===== config.mk =====
export PLATFORM = sky130hd
export DESIGN_NAME = issue_select
export DESIGN_NICKNAME = d
export VERILOG_FILES = /design/src/decode_pkg.sv /design/src/issue_select.sv
export SDC_FILE = /design/constraint.sdc
export NUM_CORES = 1
export LEC_CHECK = 0
export BUFFER_PORTS_ARGS = -buffer_cell sky130_fd_sc_hd__buf_2
export CAP_MARGIN = 5
export CORE_ASPECT_RATIO = 0.8
export CORE_MARGIN = 4
export CORE_UTILIZATION = 36
export DETAILED_ROUTE_END_ITERATION = 7
export GPL_TIMING_DRIVEN = 0
export PLACE_DENSITY = 0.82
export SKIP_CTS_REPAIR_TIMING = 1
export SYNTH_ARGS = -nofsm -noshare
export SYNTH_HDL_FRONTEND = slang
export SYNTH_SLANG_ARGS = --single-unit

===== constraint.sdc =====
create_clock -name clk -period 1.75 [get_ports clk]
set_clock_uncertainty 0.2 [all_clocks]
set_input_delay 0.175 -clock clk [delete_from_list [all_inputs] [get_ports clk]]
set_output_delay 0.175 -clock clk [all_outputs]
set_load 0.05 [all_outputs]

===== src/decode_pkg.sv =====
// Micro-op and issue payload types

package decode_pkg;

  // Widest operand and tag the structs can carry
  localparam int DATA_MAX = 32;
  localparam int TAG_MAX  = 6;

  // ========================================
  // Micro-op
  // ========================================

  // Passed to the FU untouched
  typedef struct packed {
    logic [6:0] opcode;
    logic [3:0] funct;
    logic [4:0] imm_sel;
  } uop_t;

  // One dispatch lane and the stored entry payload
  typedef struct packed {
    uop_t                uop;
    logic [TAG_MAX-1:0]  dst;
    // Src1
    logic [DATA_MAX-1:0] v1;
    logic [TAG_MAX-1:0]  q1;
    logic                r1;
    // Src2
    logic [DATA_MAX-1:0] v2;
    logic [TAG_MAX-1:0]  q2;
    logic                r2;
  } dispatch_t;

  // Reservation station slot
  typedef struct packed {
    logic      busy;
    dispatch_t payload;
  } rs_entry_t;

  // One CDB broadcast port valid for a single cycle
  typedef struct packed {
    logic                valid;
    logic [TAG_MAX-1:0]  tag;
    logic [DATA_MAX-1:0] value;
  } cdb_t;

  // ========================================
  // FU payload
  // ========================================

  typedef struct packed {
    uop_t                uop;
    logic [DATA_MAX-1:0] v1;
    logic [DATA_MAX-1:0] v2;
    logic [TAG_MAX-1:0]  dst;
  } issue_t;

endpackage


===== src/issue_select.sv =====
// Single-issue select and FU register
`timescale 1ns/100ps

module issue_select #(
  parameter int RS_DEPTH = 8
) (
  input  logic                clk,
  input  logic                rst_n,
  input  logic                flush,
  input  logic [RS_DEPTH-1:0] ready_mask,
  input  decode_pkg::issue_t  sel_entry,
  output logic [RS_DEPTH-1:0] grant_onehot,
  output logic                fu_en,
  output decode_pkg::issue_t  fu_issue
);

  logic any_ready;

  // ========================================
  // Priority pick
  // ========================================

  // Lowest set bit of the ready mask
  assign grant_onehot = ready_mask & (~ready_mask + RS_DEPTH'(1));
  assign any_ready    = |ready_mask;

  // ========================================
  // FU output register
  // ========================================

  always_ff @(posedge clk) begin
    if (!rst_n || flush) begin
      fu_en <= 1'b0;
    end else begin
      fu_en <= any_ready;
    end
  end

  // Granted payload toward the FU
  always_ff @(posedge clk) begin
    fu_issue <= sel_entry;
  end

endmodule


==> results.ini, run 1 <==
[run_status]
status=complete, no violations

[placed_design]
portBuffers=191
gp_congestion=0.734
dp.final_hpwl_mm=4.32

[layout]
layout.cells.most_common=buf_2
nets=488
layout_common_cells=buf_2 (191), dlygate4sd3_1 (88), dfxtp_1 (87), clkbuf_8 (9), inv_6 (4)
drive_above_1_share_pct=53.3
area_growth_pct=115

[timing]
period_needed_ns=1.61
slew_violations=0
worst_slew_pin_slew_ns=0.310
final-setup-viol-count=0
clock.fmax_mhz=621
finalHoldViolations=0
period_share_pct=92.0
fin_setup_tns_ns=0
max-slew-margin-rel_pct=79.2
rsz0062_at_grt=false

[synthesis]
synth.distinct_cells=13
yosysTopAreaCell=dfxtp_1
synth.ff_latch_count=87
synth_top_area_share_pct=94.2
synth_warnings=0
synth_cells=101
synth_area_leaders=dfxtp_1 (94%), nor4_4 (1.2%), nor2_1 (0.61%)
synth-seq-area-share_pct=94.2
syn_nets=198
syn_avg_cell_area_um2=18.3
synthesis.area_um2=1850

[power]
ir_drop_mv=0.841
p_leak_nw=2.02
p_total_mw=4.38
powerDensity_nw_per_um2=1100

[route]
finalWirelength_mm=7.90
ant_nets=0
drt_iter0_drc=38
drc=0
avgRoutedWirePerCell_um=17.2
via_per_inst=4.21
vias=1931
drt_pre_antenna_iters=5

[worst_setup_path]
crit_fanout=1
crit_arrival_ns=1.71
cp-start-kind=input port
critPathKind=input port to flip-flop
end_kind=flip-flop
critPathRequiredTime_ns=1.85

[grt]
globalRouteOverflowTotal=0
antenna_found_initial=0
grt_max_degree=18
grtUsageTotal_pct=16.3
grt_pass1_wl_mm=7.45
grt_pass1_vias=1578

[clock_tree]
clock_path_buffers=2
htree_levels=3
cts_root_buffer=clkbuf_8
cts_tree=yes
numCtsBuffers=9
clk_pin_slew_ns=0.09
clock_sinks=87

[worst_hold_path]
hold_class=input port to flip-flop
min_from=sel_entry[80]
min_to=fu_issue[80]
holdPathStages=2

[floorplanning]
core_um2=4980
row_count=23
die_area_um2=6350
initial_utilization_pct=37.1
pin_count=192
dieHeight_um=72.1
die_w_um=88.1

[job]
maxCapViolCount=0

==> stage by stage <==
stage | instances | hold WS (ns) | setup WS (ns) | utilization (%) | cell area (um2)
6_report | 459 | 0.248 | 0.139 | 80.0 | 3980
5_1_grt | 458 | 0.231 | 0.133 | 79.9 | 3980
4_1_cts | 370 | -0.305 | 0.224 | 62.2 | 3100
3_5_place_dp | 354 | 0.0786 | 0.231 | 58.0 | 2890
3_3_place_gp | 354 | 0.0777 | 0.247 | 58.0 | 2890
2_1_floorplan | 101 | 0.00272 | 0.0420 | - | 1860
==> synthesized netlist by cell type (all sizes together) <==
cell / count
dfxtp: 87
nor2: 3
a311oi: 1
and2: 1
and3: 1
and3b: 1
and4b: 1
buf: 1
inv: 1
nor2b: 1
nor3b: 1
nor4: 1
nor4b: 1
==> report_power, final <==
group          total (mW)  leakage, nW  internal (mW)  switching (mW)
registers            2.11        0.734           2.09          0.0293
clock network        1.46        0.107          0.693           0.766
logic               0.804         1.18          0.283           0.521
==> kinds of logic (layout without fill, tap and decap cells) <==
family	count (synthesis)	in the layout	synth area share, %
AO/OA/AOI/OAI	1	1	0.474
buffers and inverters	2	297	0.609
flip-flops	87	87	94.2
other	0	1	0
AND/OR/NAND/NOR	11	11	4.74
==> worst max-delay path, cell delays in order <==
cell and delay [ns]:
dlygate4sd3_1 0.55, buf_2 0.13, a311oi_1 0.25, dlygate4sd3_1 0.60
==> how the worst max path moves through the flow <==
stage | end | start | cells past startpoint | slack (ns)
detailed placement | grant_onehot[7] | ready_mask[1] | 4 | 0.23
CTS | grant_onehot[7] | ready_mask[1] | 4 | 0.22
floorplan | grant_onehot[2] | ready_mask[1] | 1 | 0.04
finish | fu_en | flush | 4 | 0.14
global route | fu_en | flush | 4 | 0.13
global placement | grant_onehot[7] | ready_mask[1] | 4 | 0.25
==> sequential cells by signal, indices dropped and copies added (netlist names) <==
signal	cells
fu_issue	86
fu_en	1
==> layer usage <==
metal  vias to the layer above  routed length (um)  global-route usage [%]
met5                         -                   0                       0
met4                         0                 193                    6.04
met2                       124                4460                    29.1
met1                       889                2420                    14.6
li1                        902                   -                       -
met3                        16                 821                    10.9
==> layout make-up <==
type / count / area (um2)
repair buffers: 279 / 1840
flip-flops and latches: 87 / 1740
fillers: 298 / 997
clock buffers: 9 / 124
multi-input cells: 12 / 103
clock inverters: 7 / 85.1
well taps: 62 / 77.6
plain buffers: 1 / 7.51
inverters: 1 / 3.75
diodes: 1 / 2.50
No activity file was read; power rests on OpenSTA's default activity.
==> inputs of run 2 (changes only) <==
--- a/config.mk
+++ b/config.mk
@@ -7,9 +7,9 @@
 export LEC_CHECK = 0
 export BUFFER_PORTS_ARGS = -buffer_cell sky130_fd_sc_hd__buf_2
 export CAP_MARGIN = 5
-export CORE_ASPECT_RATIO = 0.8
 export CORE_MARGIN = 4
 export CORE_UTILIZATION = 36
+export CTS_CLUSTER_SIZE = 28
 export DETAILED_ROUTE_END_ITERATION = 7
 export GPL_TIMING_DRIVEN = 0
 export PLACE_DENSITY = 0.82
==> run 2 against run 1 <==
Net effect: largest power group unchanged; sequential power about the same; hold slack better by 0.020 ns; largest cell class unchanged; non-clock buffer count did not move; critical path type is now input port to output port; flip-flop and latch count did not move; first-iteration DRC count down 7.9%.
==> results.ini, run 2 (synthesis results as in run 1) <==
[layout]
reg.largest.list=fu_issue (86), fu_en (1)
largest_register=fu_issue
layout_common_cells=buf_2 (191), dlygate4sd3_1 (88), dfxtp_1 (87), clkbuf_8 (9), bufinv_16 (4)
nets=488  ; unchanged
stdcell_count=463  ; +0.87%
largest_reg_flops=86  ; unchanged
area_growth_pct=118
layout.cells.most_common=buf_2
num_antenna_cells=0  ; -1
drive_above_1_share_pct=53.0  ; -0.25 points

[floorplanning]
pin_count=192  ; unchanged
dieHeight_um=79.7  ; +10%
initial_utilization_pct=38.1  ; +1.0 points
die_area_um2=6350  ; -0.11%
die_w_um=79.7  ; -9.6%
row_count=25  ; +8.7%
core_um2=4850  ; -2.6%

[worst_hold_path]
min_from=sel_entry[50]
hold_class=input port to flip-flop

[timing]
worst_slack_ns=0.159  ; +0.0199 ns
period_needed_ns=1.59  ; -0.0199 ns
rsz0062_at_grt=false
period_share_pct=90.9  ; -1.1 points
final-setup-viol-count=0  ; unchanged
worst_slew_pin_slew_ns=0.323  ; +0.0128 ns
fin_setup_tns_ns=0  ; unchanged
finalHoldViolations=0  ; unchanged
max-slew-margin-rel_pct=78.3  ; -0.86 points
slew_violations=0  ; unchanged
clock.fmax_mhz=629  ; +1.2%

[worst_setup_path]
critPathKind=input port to output port
crit_fanout=5  ; +4
critPathRequiredTime_ns=1.37  ; -0.48 ns
cp-start-kind=input port
crit_arrival_ns=1.22  ; -0.49 ns
end_kind=output port
startpoint=ready_mask[1]

[route]
avgRoutedWirePerCell_um=16.3  ; -5.6%
finalWirelength_mm=7.52  ; -4.7%
drt_iter0_drc=35  ; -7.9%
ant_nets=0  ; unchanged
drc=0  ; unchanged
vias=1916  ; -0.78%
drt_pre_antenna_iters=3  ; -2
via_per_inst=4.14  ; -1.6%

[placed_design]
gp_congestion=0.705  ; -3.9%
dp_slack_ns=0.212  ; -0.0193 ns
dp_cells=359  ; +1.4%
dp.final_hpwl_mm=4.13  ; -4.3%
portBuffers=191  ; unchanged

[run_status]
status=complete, no violations

[power]
p_leak_nw=2.04  ; +0.96%
powerDensity_nw_per_um2=1160  ; +5.2%
ir_drop_mv=0.860  ; +2.3%

[grt]
grt_pass1_wl_mm=6.86  ; -8.0%
grt_max_degree=15  ; -3
globalRouteOverflowTotal=0  ; unchanged
grt_pass1_vias=1526  ; -3.3%
antenna_found_initial=0  ; unchanged
grtUsageTotal_pct=15.0  ; -1.3 points

[clock_tree]
cts_tree=yes
clock_sinks=87  ; unchanged
numCtsBuffers=9  ; unchanged
clock_path_buffers=2  ; unchanged
clk_pin_slew_ns=0.08  ; about the same
cts_root_buffer=clkbuf_8
htree_levels=3  ; unchanged

[job]
maxCapViolCount=0  ; unchanged

==> run 2: cell count changes in the layout (fill, tap and decap cells not counted), sizes merged <==
cell | before | now
clkbuf | 9 | 10
bufinv | 1 | 4
inv | 6 | 1
diode | 1 | 0
clkinvlp | 0 | 1
==> run 2: metal layers <==
| metal | wire (um) | share of wire (%) | GRT usage, % |
|---|---|---|---|
| met5 | 0 | 0 | 0 |
| met2 | 4200 | 56 | 27.6 |
| met3 | 905 | 12 | 10.3 |
| met1 | 2270 | 30 | 11.2 |
| met4 | 150 | 2.0 | 8.25 |
==> run 2: final timing paths <==
kind,endpoint,slack [ns],cells past startpoint
worst max-delay path,grant_onehot[7],0.16,4
worst min-delay path,fu_issue[50],0.27,2
==> run 2: layout make-up <==
cell class / instances / area (um2)
clock inverter: 6 / 133
clock buffer: 10 / 128
multi-input combinational: 12 / 103
buffer: 1 / 7.51
fill: 260 / 812
tap: 67 / 83.8
timing repair buffer: 279 / 1840
sequential: 87 / 1740
inverter: 1 / 3.75
==> run 2: per-stage QoR <==
stage	hold WS, ns	instance area, um2	power, mW	util [%]
after floorplan	0.00272	1860	2.57	-
after CTS	-0.285	3160	4.52	65.1
after detailed placement	0.0786	2900	2.79	59.7
after global routing	0.254	4040	4.82	83.3
after global placement	0.0772	2900	2.78	59.7
final	0.267	4040	4.67	83.3
==> run 2: critical path, cell delays in order <==
cell	delay, ns
buf_2	0.13
nor4_4	0.37
and4b_1	0.26
buf_2	0.28
==> run 2: power breakdown <==
group	switching (mW)	internal, mW	leakage (nW)
clock	0.663	1.09	0.126
combinational	0.517	0.282	1.18
sequential	0.0297	2.09	0.734
total	1.21	3.46	2.04
==> inputs of run 3 (changes only) <==
--- a/config.mk
+++ b/config.mk
@@ -7,13 +7,14 @@
 export LEC_CHECK = 0
 export BUFFER_PORTS_ARGS = -buffer_cell sky130_fd_sc_hd__buf_2
 export CAP_MARGIN = 5
-export CORE_MARGIN = 4
+export CORE_MARGIN = 8
 export CORE_UTILIZATION = 36
 export CTS_CLUSTER_SIZE = 28
 export DETAILED_ROUTE_END_ITERATION = 7
 export GPL_TIMING_DRIVEN = 0
-export PLACE_DENSITY = 0.82
+export PLACE_DENSITY = 0.88
 export SKIP_CTS_REPAIR_TIMING = 1
+export SKIP_LAST_GASP = 1
 export SYNTH_ARGS = -nofsm -noshare
 export SYNTH_HDL_FRONTEND = slang
 export SYNTH_SLANG_ARGS = --single-unit
==> run 3 against run 2 <==
Net effect: wire length up 9.1%; maximum frequency up 1.7%; clock-buffer cell count down 1; global-route usage down 0.42 points; design area down 1.1%; first-iteration DRC count up 51%.
==> results.ini, run 3 (synthesis results as in run 1) <==
[route]
finalWirelength_mm=8.21  ; +9.1%
avgRoutedWirePerCell_um=17.6  ; +8.6%
drt_pre_antenna_iters=4  ; +1
ant_nets=0  ; unchanged
drc=0  ; unchanged
drt_iter0_drc=53  ; +51%
via_per_inst=4.10  ; -0.85%
vias=1908  ; -0.42%

[worst_setup_path]
startpoint=ready_mask[0]
critPathRequiredTime_ns=1.37  ; about the same
cp-start-kind=input port
crit_fanout=5  ; unchanged
crit_arrival_ns=1.19  ; -0.03 ns
end_kind=output port
critPathKind=input port to output port

[grt]
globalRouteOverflowTotal=0  ; unchanged
grt_pass1_wl_mm=8.20  ; +20%
grt_max_degree=15  ; unchanged
antenna_found_initial=0  ; unchanged
grt_pass1_vias=1767  ; +16%
grtUsageTotal_pct=14.6  ; -0.42 points

[power]
ir_drop_mv=0.770  ; -11%
powerDensity_nw_per_um2=1100  ; -5.1%
intPower_mw=3.16  ; -8.6%
combPwrFrac_pct=18.4  ; +1.3 points
switchingPower_mw=1.22  ; +0.73%
pwr-share-clk_pct=33.4  ; -4.2 points
switching_share_pct=27.8  ; +1.9 points
sequentialPowerShare_pct=48.3  ; +3.0 points
p_leak_nw=2.02  ; -1.0%

[worst_hold_path]
min_to=fu_issue[4]
hold_class=input port to flip-flop
holdPathStages=2  ; unchanged
min_from=sel_entry[4]

[clock_tree]
clock_path_buffers=2  ; unchanged
numCtsBuffers=9  ; unchanged
clock_sinks=87  ; unchanged
htree_levels=3  ; unchanged
cts_root_buffer=clkbuf_8
cts_tree=yes
clk_pin_slew_ns=0.09  ; about the same

[layout]
area_growth_pct=116
layout.cells.most_common=buf_2
drive_above_1_share_pct=53.2  ; +0.13 points
nets=488  ; unchanged
seqCellArea_um2=1740  ; unchanged
largest_register=fu_issue
reg.largest.list=fu_issue (86), fu_en (1)
multi_input_area_um2=103  ; unchanged
largest_reg_flops=86  ; unchanged
finalInstanceArea_um2=3990  ; -1.1%
nFillCells=300  ; +15%
layout_common_cells=buf_2 (191), dlygate4sd3_1 (88), dfxtp_1 (87), clkbuf_8 (9), nor2_1 (3)
num_antenna_cells=0  ; unchanged

[timing]
worst_slack_ns=0.186  ; +0.0264 ns
max-slew-margin-rel_pct=79.0  ; +0.70 points
worst_slew_pin_slew_ns=0.313  ; -0.0104 ns
period_share_pct=89.4  ; -1.5 points
period_needed_ns=1.56  ; -0.0264 ns
finalHoldViolations=0  ; unchanged
slew_violations=0  ; unchanged
clock.fmax_mhz=639  ; +1.7%
whs_ns=0.264  ; -0.00366 ns
final-setup-viol-count=0  ; unchanged
fin_setup_tns_ns=0  ; unchanged
rsz0062_at_grt=false

[run_status]
status=complete, no violations

[floorplanning]
die_area_um2=7690  ; +21%
row_count=26  ; +4.0%
dieHeight_um=87.7  ; +10%
pin_count=192  ; unchanged
die_w_um=87.7  ; +10%
initial_utilization_pct=36.7  ; -1.5 points
core_um2=5040  ; +4.0%

[placed_design]
dp_slack_ns=0.230  ; +0.0181 ns
gp_congestion=0.795  ; +13%
dp.final_hpwl_mm=4.95  ; +20%
portBuffers=191  ; unchanged
placed_area_um2=2900  ; +0.13%

[job]
maxCapViolCount=0  ; unchanged

run 3: cell count changes in the layout (fill, tap and decap cells not counted):
cell / previous run / this run
clkinv_4: 0 / 1
clkinv_2: 1 / 2
clkbuf_1: 1 / 0
bufinv_16: 4 / 2
run 3: worst max-delay path by stage:
| stage | slack [ns] | to | depth (start not counted) |
|---|---|---|---|
| 2_1_floorplan | 0.04 | grant_onehot[2] | 1 |
| 3_3_place_gp | 0.26 | grant_onehot[7] | 4 |
| 3_5_place_dp | 0.23 | grant_onehot[6] | 4 |
| 4_1_cts | 0.23 | grant_onehot[6] | 4 |
| 5_1_grt | 0.13 | grant_onehot[7] | 4 |
| 6_report | 0.19 | grant_onehot[7] | 4 |
run 3: routing by layer:
metal	track usage [%]	vias to the layer above	wire length, um
met5	0	-	0
met4	7.50	0	245
met3	9.29	20	1090
met2	26.0	133	4290
met1	12.2	857	2580
li1	-	898	-
run 3: metrics by stage:
step	std cells	util [%]	power [mW]
2_1_floorplan	101	-	2.57
3_3_place_gp	362	57.5	2.78
3_5_place_dp	362	57.5	2.79
4_1_cts	377	61.7	4.22
5_1_grt	465	79.1	4.54
6_report	465	79.1	4.38
run 3: power groups by stage:
stage               Sequential (mW)  Clock, mW  Combinational [mW]
floorplan                      2.54          0              0.0273
global placement               2.15          0               0.631
detailed placement             2.15          0               0.639
CTS                            2.11       1.48               0.640
global route                   2.13       1.58               0.835
finish                         2.11       1.46               0.805
run 3: critical path: stages:
cell and delay (ns):
buf_2 0.15, nor4_4 0.35, and4b_1 0.24, buf_2 0.27
run 3: area by class of cell:
| type | count | share of cell area [%] |
|---|---|---|
| clock inverter | 6 | 2.16 |
| multi-input combinational | 12 | 2.57 |
| clock buffer | 9 | 3.10 |
| timing repair buffer | 279 | 46.0 |
| sequential | 87 | 43.7 |
| buffer | 1 | 0.188 |
| tap | 70 | 2.20 |
| inverter | 1 | 0.0941 |
